## config.mk

```make
export PLATFORM = sky130hd
export DESIGN_NAME = umi_fifo_flex
export DESIGN_NICKNAME = d
export VERILOG_FILES = /design/src/design/umi_cmd_pkg.sv /design/src/design/umi_flex_cfg_pkg.sv /design/src/design/umi_fifo_flex.sv /design/src/design/umi_splitter.sv /design/src/design/umi_sync_fifo.sv
export SDC_FILE = /design/constraint.sdc
export NUM_CORES = 1
export LEC_CHECK = 0
export BUFFER_PORTS_ARGS = -buffer_cell sky130_fd_sc_hd__buf_2
export CAP_MARGIN = 20
export CORE_UTILIZATION = 40
export DETAILED_ROUTE_END_ITERATION = 10
export PLACE_DENSITY = 0.64
export SLEW_MARGIN = 20
export SYNTH_ARGS = -nofsm -noshare
export SYNTH_HDL_FRONTEND = slang
export SYNTH_HIERARCHICAL = 1
export SYNTH_SLANG_ARGS = --single-unit
```

## constraint.sdc

```tcl
create_clock -name umi_in_clk -period 13.58 [get_ports umi_in_clk]
set_input_delay 1.358 -clock umi_in_clk [delete_from_list [all_inputs] [get_ports umi_in_clk]]
set_output_delay 1.358 -clock umi_in_clk [all_outputs]
set_load 0.01 [all_outputs]
```

## src/design/umi_cmd_pkg.sv

```systemverilog
package umi_cmd_pkg;

   // ####################################################################
   // UMI command word
   // ####################################################################

   localparam int CW = 32;

   typedef logic [CW-1:0] cmd_t;

   // Command fields
   typedef logic [4:0] opcode_t;
   typedef logic [2:0] size_t;
   typedef logic [7:0] len_t;

   // ####################################################################
   // Field positions inside cmd_t
   // ####################################################################

   // Opcode occupies bits 4:0
   localparam int OPCODE_LSB = 0;

   // SIZE is log2 of the bytes per word, bits 7:5
   localparam int SIZE_LSB = 5;

   // LEN counts words minus one, bits 15:8
   localparam int LEN_LSB = 8;

   // End of message marker
   localparam int EOM_BIT = 22;

endpackage

```

## src/design/umi_flex_cfg_pkg.sv

```systemverilog
package umi_flex_cfg_pkg;

   import umi_cmd_pkg::*;

   // ####################################################################
   // Bus widths
   // ####################################################################

   localparam int AW  = 64;
   localparam int IDW = 256;
   localparam int ODW = 64;

   // Bytes carried by one output beat
   localparam int OUT_BYTES = ODW / 8;

   // Storage, depth must be a power of two for pointer wrap
   localparam int FIFO_DEPTH = 4;
   localparam int FIFO_PTR_W = 2;

   typedef logic [AW-1:0]  addr_t;
   typedef logic [IDW-1:0] in_data_t;
   typedef logic [ODW-1:0] out_data_t;

   // ####################################################################
   // Beats on each side of the converter
   // ####################################################################

   typedef struct packed {
      cmd_t     cmd;
      addr_t    dstaddr;
      addr_t    srcaddr;
      in_data_t data;
   } in_beat_t;

   typedef struct packed {
      cmd_t      cmd;
      addr_t     dstaddr;
      addr_t     srcaddr;
      out_data_t data;
   } out_beat_t;

endpackage

```

## src/design/umi_fifo_flex.sv

```systemverilog
module umi_fifo_flex
   import umi_flex_cfg_pkg::*;
(
   input  logic      umi_in_clk,
   input  logic      umi_in_nreset,
   input  logic      bypass,
   input  logic      umi_in_valid,
   input  in_beat_t  umi_in_beat,
   output logic      umi_in_ready,
   output logic      umi_out_valid,
   output out_beat_t umi_out_beat,
   input  logic      umi_out_ready,
   output logic      fifo_full,
   output logic      fifo_empty
);

   // Splitter to FIFO link
   logic      split_valid;
   logic      split_ready;
   out_beat_t split_beat;

   // FIFO side
   logic      fifo_wr;
   logic      fifo_rd;
   logic      fifo_full_raw;
   logic      fifo_empty_raw;
   out_beat_t fifo_beat;

   // ####################################################################
   // Width split
   // ####################################################################

   // Downstream is the sink in bypass, the FIFO otherwise
   assign split_ready = bypass ? umi_out_ready : ~fifo_full_raw;

   umi_splitter u_splitter (
      .umi_in_clk    (umi_in_clk),
      .umi_in_nreset (umi_in_nreset),
      .in_valid      (umi_in_valid),
      .in_beat       (umi_in_beat),
      .in_ready      (umi_in_ready),
      .out_valid     (split_valid),
      .out_beat      (split_beat),
      .out_ready     (split_ready)
   );

   // ####################################################################
   // Beat storage
   // ####################################################################

   // FIFO stays idle and empty while bypassed
   assign fifo_wr = split_valid & ~bypass;
   assign fifo_rd = umi_out_ready & ~bypass;

   umi_sync_fifo u_fifo (
      .umi_in_clk    (umi_in_clk),
      .umi_in_nreset (umi_in_nreset),
      .wr_en         (fifo_wr),
      .wr_beat       (split_beat),
      .rd_en         (fifo_rd),
      .full          (fifo_full_raw),
      .empty         (fifo_empty_raw),
      .rd_beat       (fifo_beat)
   );

   // Output selection
   assign umi_out_valid = bypass ? split_valid : ~fifo_empty_raw;
   assign umi_out_beat  = bypass ? split_beat  : fifo_beat;
   assign fifo_full     = bypass ? ~umi_out_ready : fifo_full_raw;
   assign fifo_empty    = bypass ? 1'b1 : fifo_empty_raw;

endmodule

```

## src/design/umi_splitter.sv

```systemverilog
module umi_splitter
   import umi_cmd_pkg::*;
   import umi_flex_cfg_pkg::*;
(
   input  logic      umi_in_clk,
   input  logic      umi_in_nreset,
   input  logic      in_valid,
   input  in_beat_t  in_beat,
   output logic      in_ready,
   output logic      out_valid,
   output out_beat_t out_beat,
   input  logic      out_ready
);

   // Remainder of a transaction that is still being split
   logic        rem_valid;
   cmd_t        rem_cmd;
   addr_t       rem_dstaddr;
   addr_t       rem_srcaddr;
   in_data_t    rem_data;

   // Beat presented on the output this cycle
   cmd_t        cur_cmd;
   addr_t       cur_dstaddr;
   addr_t       cur_srcaddr;
   in_data_t    cur_data;
   size_t       cur_size;
   len_t        cur_len;

   logic [15:0] byte_cnt;
   len_t        beat_len;
   len_t        rem_len_next;
   cmd_t        rem_cmd_next;
   logic        need_split;
   logic        beat_done;

   // ####################################################################
   // Source selection
   // ####################################################################

   // A held remainder always goes out before new input
   always_comb
   begin
      if (rem_valid)
      begin
         cur_cmd     = rem_cmd;
         cur_dstaddr = rem_dstaddr;
         cur_srcaddr = rem_srcaddr;
         cur_data    = rem_data;
      end
      else
      begin
         cur_cmd     = in_beat.cmd;
         cur_dstaddr = in_beat.dstaddr;
         cur_srcaddr = in_beat.srcaddr;
         cur_data    = in_beat.data;
      end
   end

   assign cur_size = cur_cmd[SIZE_LSB +: $bits(size_t)];
   assign cur_len  = cur_cmd[LEN_LSB +: $bits(len_t)];

   // ####################################################################
   // Size arithmetic
   // ####################################################################

   // Bytes left in the transaction, (LEN+1) << SIZE
   assign byte_cnt   = ({8'b0, cur_len} + 16'd1) << cur_size;
   assign need_split = (byte_cnt > 16'(OUT_BYTES));

   // Words in a full output beat, minus one
   assign beat_len = len_t'((OUT_BYTES >> cur_size) - 1);

   // LEN still owed after this beat
   assign rem_len_next = cur_len - beat_len - 8'd1;

   always_comb
   begin
      rem_cmd_next = cur_cmd;
      rem_cmd_next[LEN_LSB +: $bits(len_t)] = rem_len_next;
   end

   // ####################################################################
   // Output beat
   // ####################################################################

   always_comb
   begin
      out_beat.cmd = cur_cmd;
      // Only the last beat keeps the input EOM
      if (need_split)
      begin
         out_beat.cmd[LEN_LSB +: $bits(len_t)] = beat_len;
         out_beat.cmd[EOM_BIT]                 = 1'b0;
      end
      out_beat.dstaddr = cur_dstaddr;
      out_beat.srcaddr = cur_srcaddr;
      out_beat.data    = cur_data[ODW-1:0];
   end

   assign out_valid = in_valid | rem_valid;
   assign in_ready  = ~rem_valid & out_ready;
   assign beat_done = out_valid & out_ready;

   // ####################################################################
   // Remainder register
   // ####################################################################

   always_ff @(posedge umi_in_clk or negedge umi_in_nreset)
   begin
      if (!umi_in_nreset)
         rem_valid <= 1'b0;
      else if (beat_done)
         rem_valid <= need_split;
   end

   always_ff @(posedge umi_in_clk)
   begin
      if (beat_done && need_split)
      begin
         rem_cmd     <= rem_cmd_next;
         rem_dstaddr <= cur_dstaddr + addr_t'(OUT_BYTES);
         rem_srcaddr <= cur_srcaddr + addr_t'(OUT_BYTES);
         rem_data    <= cur_data >> ODW;
      end
   end

endmodule

```

## src/design/umi_sync_fifo.sv

```systemverilog
module umi_sync_fifo
   import umi_flex_cfg_pkg::*;
(
   input  logic      umi_in_clk,
   input  logic      umi_in_nreset,
   input  logic      wr_en,
   input  out_beat_t wr_beat,
   input  logic      rd_en,
   output logic      full,
   output logic      empty,
   output out_beat_t rd_beat
);

   out_beat_t             mem [FIFO_DEPTH];
   logic [FIFO_PTR_W-1:0] wr_ptr;
   logic [FIFO_PTR_W-1:0] rd_ptr;
   logic [FIFO_PTR_W:0]   count;
   logic                  do_wr;
   logic                  do_rd;

   // ####################################################################
   // Flags and qualified strobes
   // ####################################################################

   assign full  = (count == (FIFO_PTR_W+1)'(FIFO_DEPTH));
   assign empty = (count == '0);

   // Overflow and underflow are dropped here
   assign do_wr = wr_en & ~full;
   assign do_rd = rd_en & ~empty;

   // ####################################################################
   // Pointers and occupancy
   // ####################################################################

   // Pointers wrap on their own width
   always_ff @(posedge umi_in_clk or negedge umi_in_nreset)
   begin
      if (!umi_in_nreset)
      begin
         wr_ptr <= '0;
         rd_ptr <= '0;
         count  <= '0;
      end
      else
      begin
         if (do_wr)
            wr_ptr <= wr_ptr + 1'b1;
         if (do_rd)
            rd_ptr <= rd_ptr + 1'b1;
         case ({do_wr, do_rd})
            2'b10:   count <= count + 1'b1;
            2'b01:   count <= count - 1'b1;
            default: count <= count;
         endcase
      end
   end

   // ####################################################################
   // Storage
   // ####################################################################

   always_ff @(posedge umi_in_clk)
   begin
      if (do_wr)
         mem[wr_ptr] <= wr_beat;
   end

   // Head entry is visible as soon as it is written
   assign rd_beat = mem[rd_ptr];

endmodule

```

==> results_dict.tcl, run 1 <==
set metrics [dict create \
    cp_max_fo 72 \
    num_io_pins 649 \
    synth-edff-count 1248 \
    outcome "completed" \
    port_buffers 648 \
    firstDrtPassIters 5 \
    htreeDepth 4 \
    syn_avg_cell_area_um2 18.8 \
    gp_congestion 0.794 \
    yosys_warnings 6 \
    clock-sinks 1256 \
    routed_via_density 5.16 \
    cts_setup_buffers 0 \
    fin_total_pwr_uw 15000 \
    synth_top_area_frac 0.668 \
    hold_viol 0 \
    grt_max_degree 156 \
    relSlewSlack 0.338 \
    core_um2 139000 \
    max_clock_freq_ghz 0.166 \
    drc 0 \
    synth.distinct_cells 71 \
    clk_pin_slew_ps 60 \
    finalSetupTns_ps 0 \
    die_h_um 377 \
    cts-buffers-inserted 138 \
    finalSetupViolCount 0 \
    hold_path_class "primary input to asynchronous set/reset pin" \
    worstPathArrival_ps 4670 \
    synth_top_cell_by_area "edfxtp_1" \
    antenna_found_initial 50 \
    layout-drive-gt1-share 0.452 \
    ctsResizeCount 0 \
    fin_nets 4016 \
    endpoint_kind "primary output" \
    synth.net_count 3417 \
    regArea_um2 37700 \
    rsz0062_at_grt "false" \
    ctsHoldBuffers 0 \
    die_w_um 377 \
    cp_slowest_cell "dfrtp_4" \
    clockBufferDepth 3 \
    p_per_area_nw_per_um2 231 \
    synth_area_leaders "edfxtp_1 67%, mux4_2 9.0%, mux2_2 6.7%" \
    insertion_delay_ps 780 \
    drt_wl_total_um 131000 \
    cp_common_cell "buf_4" \
    fillers 11800 \
    synth-main-ff-cell "edfxtp_1" \
    worst_pin_slew_ps 994 \
    multi_input_area_um2 16500 \
    ant_nets 0 \
    worst-setup-path-type "flip-flop to primary output" \
    post-route-util 0.466 \
    final.setup_skew_ps 34.8 \
    crit_chain "buf_4, buf_4, mux2i_1, inv_1, mux2_4, buf_2" \
    groute.usage.overall 0.183 \
    peakVddDrop_mv 0.152 \
    synthesis.area_um2 56100 \
    cpPeakStageDelay_ps 970 \
    startpoint_type "flip-flop" \
    rows 137 \
    cts-root-buf "clkbuf_16" \
    grt_pass1_wl_um 193000 \
    wl_per_cell_um 23.6 \
    grt-ovfl-total 0 \
    dp_hpwl_um 86000 \
    max_cap_viol_count 0 \
    grt_pass1_vias 29700 \
    p_leak_uw 0.0232 \
    drv_slew 0 \
    seq_area_frac_synth 0.671 \
    worstPathRequired_ps 12220 \
    dieArea_um2 142000 \
    start_util 0.403 \
    syn2layout_area_growth_pct 15.8 \
    netlist_instances 2978 \
    vias 28800 \
    ys_ff_latch 1256 \
    cts_tree "built" \
    async_reset_ff_frac 0.00637 \
    period_needed_ps 6030 \
    drtIter0Drc 1773 \
    fin_crit_sh 0.444 \
]
==> routing by layer <==
layer	GRT usage	share of wire
met5	0	0.0026
met4	0.0545	0.022
met1	0.235	0.41
met2	0.298	0.48
met3	0.0570	0.077
==> final timing paths <==
path | startpoint | to | cells past startpoint | slack (ps)
max | u_splitter/rem_valid | umi_out_beat[173] | 6 | 7550
min | umi_in_nreset | u_fifo/count[2] | 1 | 460
max reg2reg | u_splitter/rem_valid | u_splitter/rem_data[51] | 11 | 7880
min reg2reg | u_fifo/count[2] | u_fifo/count[2] | 1 | 520
max in group asynchronous | umi_in_nreset | u_splitter/rem_valid | 1 | 12900
min in group umi_in_clk | u_fifo/count[2] | u_fifo/count[2] | 1 | 520
==> through the flow <==
stage                     setup slack, ps  hold WS (ps)  instances  instance area, um2
after floorplan                      1510           477       2978               56100
after global placement               7660           506       5313               60400
after detailed placement             7680           509       5313               60400
after CTS                            7510           391       5560               64900
after global routing                 7110           414       5571               65000
final                                7550           456       5574               65000
==> state kept, by name, indices dropped and copies added (netlist names) <==
| name | count |
|---|---|
| u_fifo/rd_ptr | 2 |
| u_fifo/wr_ptr | 2 |
| u_fifo/mem | 896 |
| u_splitter/rem_valid | 1 |
| u_splitter/rem_dstaddr | 64 |
| u_splitter/rem_data | 192 |
| u_fifo/count | 3 |
| u_splitter/rem_srcaddr | 64 |
| u_splitter/rem_cmd | 32 |
==> critical path: cells and delay by family (launching register included) <==
kind,cells,cell delay [ps]
buffers and inverters,4,1830
DFF,1,970
muxes,2,880
==> Yosys cell counts, drive strengths merged, types with 3 or more instances <==
cell type	instances
or2	3
nand2b	7
nor3	18
and3	8
buf	210
nand2	74
o21ai	11
mux2i	56
inv	65
or3	5
a21o	13
nand3	61
dfrtp	8
mux2	517
nor2b	82
a22oi	6
nand3b	27
nor3b	3
a21oi	28
xnor2	90
xor2	40
nand4b	6
a32o	8
mux4	224
clkbuf	19
nand4	21
edfxtp	1248
o22ai	3
and2	15
a211oi	8
ha	16
nor2	42
nor4	11
==> area by class of cell <==
class                      instances  area share
inverter                          65     0.00376
timing repair buffer             688      0.0555
clock buffer                     167      0.0553
tap                             1876      0.0361
antenna                           14    0.000539
sequential                      1256       0.580
clock inverter                    80      0.0148
multi-input combinational       1428       0.254
==> cells in the final DEF, fill, tap and decap left out, types with 25 or more instances in the layout <==
cell / n
edfxtp_1: 1248
mux2i_1: 54
nand2_1: 74
nand3_1: 58
clkbuf_16: 139
buf_4: 36
buf_2: 647
nor2_1: 41
inv_1: 65
mux2_4: 184
mux2_2: 333
xor2_1: 40
a21oi_1: 25
clkbuf_1: 27
mux4_2: 224
xnor2_1: 90
nor2b_1: 82
==> power breakdown <==
part,switching (uW),internal (uW)
clock network,1570,2180
registers,341,5870
logic,2760,2260
total,4670,10300
==> logic make-up (layout without fill, tap and decap cells) <==
kind of cell,Yosys count,count (layout),share of synthesized area
muxes,797,797,0.216
AOI/OAI and AO/OA,95,95,0.0128
DFF,1256,1256,0.671
and+or+nand+nor,388,388,0.0402
other,0,14,0
adders and majority gates,18,18,0.00428
xor gates and xnor gates,130,130,0.0203
buffers and inverters,294,1000,0.0347
Note: power is estimated with default switching activity, not from simulation.
==> run 2, diff against run 1 <==
- ABC_AREA: unset -> 1
- PLACE_DENSITY: 0.64 -> 0.66
- clock period: 13.58 -> 5.1 ns (I/O delays scaled with it)
==> run 2 against run 1 <==
  * Clock skew fell by 9.7 ps
  * Final cell count is 57% higher
  * Worst hold slack worse by 410 ps
  * Total power grew to 2.9 times the previous value
  * Via count is 51% higher
  * Routed wire length is 29% higher
  * Sequential power grew to 2.7 times the previous value
  * Synthesized cell count is 100% higher
  * Sequential share of layout area is 4.0 points lower
  * Synthesized area rose by 6.7%
  * Cell area up 7.3%
  * Critical path type unchanged
  * Largest cell class unchanged
  * Highest routed layer unchanged
==> results_dict.tcl, run 2 <==
set metrics [dict create \
    final_common_cell "nand2_1" \
    dp.cells 8366 \
    final.setup_skew_ps 25.0 \
    synthTopCellsByCount "2,473 x nand2_1, 1,248 x edfxtp_1, 781 x inv_1" \
    layout-drive-gt1-share 0.151 \
    relSlewSlack 0.334 \
    synthXorXnorAreaFrac 0.0159 \
    clockBufferDepth 3 \
    synth.net_count 6530 \
    finalSetupTns_ps 0 \
    netlist_instances 6091 \
    worst-setup-path-type "flip-flop to primary output" \
    htreeDepth 4 \
    rows 141 \
    vias 43500 \
    synthAdderAreaFrac 0.00401 \
    grt-ovfl-total 0 \
    crit_buf_inv 2 \
    wl_met1_um 72000 \
    final_cells 8729 \
    worstPathArrival_ps 4040 \
    grt_pass1_wl_um 251000 \
    outcome "completed" \
    firstDrtPassIters 8 \
    highest_layer "met5" \
    finalSetupViolCount 0 \
    syn_avg_cell_area_um2 9.83 \
    ys_ff_latch 1256 \
    synth_compound_area_frac 0.0680 \
    fin_crit_sh 0.892 \
    synth_top_family_by_area "simple AND/OR/NAND/NOR gates" \
    hold_viol 0 \
    crit_chain "clkinv_8, nand2_2, nand2_2, ha_4, nand3b_1, nand2_1, nand3_1, nand2_1, nand3_2, nand2_1, nand2_2, nor3b_1, nand2_1, nand2_1, buf_2" \
    fin_nets 7128 \
    cp_max_fo 78 \
    grt_pass1_vias 41500 \
    p_leak_uw 0.0302 \
    synthesis.area_um2 59900 \
    ant_nets 0 \
    max_clock_freq_ghz 0.220 \
    clock-sinks 1256 \
    post-route-util 0.471 \
    antenna_found_initial 16 \
    syn2layout_area_growth_pct 16.5 \
    cp_slowest_cell "dfrtp_4" \
    cts_setup_buffers 0 \
    synth-main-ff-cell "edfxtp_1" \
    gp_congestion 0.918 \
    rsz0062_at_grt "false" \
    dp_hpwl_um 111000 \
    grt_max_degree 186 \
    wl_met2_um 78500 \
    yosysMostFrequentCell "nand2_1" \
    cts-buffers-inserted 138 \
    cp_common_cell "nand2_1" \
    insertion_delay_ps 750 \
    synth-edff-count 1248 \
    start_util 0.404 \
    yosys_warnings 6 \
    port_buffers 648 \
    drtIter0Drc 3348 \
    synth_top_cell_by_area "edfxtp_1" \
    p_per_area_nw_per_um2 621 \
    period_needed_ps 4550 \
    largest_register "u_fifo/mem" \
    synth-simple-area-share 0.195 \
    num_io_pins 649 \
    die_w_um 389 \
    dieArea_um2 151000 \
    cpPeakStageDelay_ps 590 \
    core_um2 148000 \
    seq_area_frac_synth 0.629 \
    endpoint_kind "primary output" \
    async_reset_ff_frac 0.00637 \
    wl_met3_um 13600 \
    drv_slew 0 \
    max_cap_viol_count 0 \
    peakVddDrop_mv 0.355 \
    groute.usage.overall 0.219 \
    muxShareOfSynthArea 0 \
    wl_per_cell_um 19.4 \
    largest_reg_flops 896 \
    startpoint_type "flip-flop" \
    worst_pin_slew_ps 1000 \
    critical-path-top-delay-family "simple AND/OR/NAND/NOR gates" \
    synth.distinct_cells 40 \
    mostFrequentLayoutCells "2,468 x nand2_1, 1,248 x edfxtp_1, 779 x inv_1" \
    drt_wl_total_um 169000 \
    clk_pin_slew_ps 60 \
    routed_via_density 4.98 \
    worstPathRequired_ps 4590 \
    reg_top3 "u_fifo/mem (896), u_splitter/rem_data (192)" \
    cts-root-buf "clkbuf_16" \
    drc 0 \
    die_h_um 389 \
    synth_area_leaders "edfxtp_1 63%, nand2_1 16%, o211ai_1 5.6%" \
    hold_path_class "primary input to flip-flop" \
    synth_top_area_frac 0.626 \
    cts_tree "built" \
]
==> run 2: cell count changes in the layout (fill, tap and decap cells not counted), sizes merged, moves of 56 or more <==
| cell | before | now |
|---|---|---|
| dlygate4sd3 | 0 | 113 |
| inv | 74 | 808 |
| mux2 | 517 | 0 |
| mux2i | 56 | 0 |
| mux4 | 224 | 0 |
| nand2 | 74 | 2491 |
| nor2 | 42 | 301 |
| nor2b | 82 | 0 |
| o211ai | 0 | 449 |
| o21ai | 11 | 104 |
| xnor2 | 90 | 17 |
==> run 2: timing repair <==
item,in CTS,in global routing
hold buffers,113,0
hold endpoints to repair,120,0
gates resized for setup,0,0
setup endpoints to repair,0,0
==> run 2: final cells by class <==
class	count	area, um2
clock buffers	174	3610
multi-input cells	3663	17000
repair buffers	829	5220
diodes	4	10.0
flip-flops and latches	1256	37700
inverters	801	3050
well taps	1930	2410
fillers	13700	78500
clock inverters	72	704
==> run 2: worst paths after layout <==
check / start / to / slack, ps / depth (start not counted)
max: u_splitter/rem_valid / umi_out_beat[214] / 550 / 15
min: umi_in_beat[239] / u_splitter/rem_data[175] / 50 / 3
max reg2reg: u_splitter/rem_valid / u_splitter/rem_cmd[14] / 1210 / 14
min reg2reg: u_fifo/count[0] / u_fifo/count[0] / 480 / 1
max in group asynchronous: umi_in_nreset / u_splitter/rem_valid / 4650 / 2
min in group asynchronous: umi_in_nreset / u_fifo/wr_ptr[0] / 230 / 2
==> run 2: routing by layer <==
metal  GRT usage  vias up
met5           0        -
met4      0.0699       10
met3      0.0504      258
met2       0.354     1541
met1       0.292    20600
li1            -    21000
==> run 2: metrics by stage <==
step           hold slack, ps  setup WS [ps]  instance area, um2  total power [uW]
4_1_cts                 0.197            415               69700             43600
3_3_place_gp              392           1130               64300             33500
6_report                 46.3            551               69700             43300
3_5_place_dp              391           1220               64300             33900
5_1_grt                  19.5            189               69700             46100
2_1_floorplan             214          -2450               60000             29000
==> run 2: kinds of logic after synthesis <==
logic type	after synthesis
AOI/OAI and AO/OA	568
xor gates and xnor gates	109
adders and majority gates	18
buffers and inverters	1172
DFF	1256
and+or+nand+nor	2968
==> run 2: worst reg2reg max path, delay by kind of cell (launching register included) <==
family	cells	cell delay, ps
buf+inv	4	680
xor+xnor	1	120
simple gates	4	840
compound gates	3	630
flops	1	590
fa+ha+maj	2	790
==> run 2: report_power, final <==
| group | total (uW) | internal [uW] | switching, uW |
|---|---|---|---|
| Sequential | 17000 | 16200 | 794 |
| Combinational | 16700 | 4610 | 12100 |
| Clock | 9600 | 5500 | 4090 |
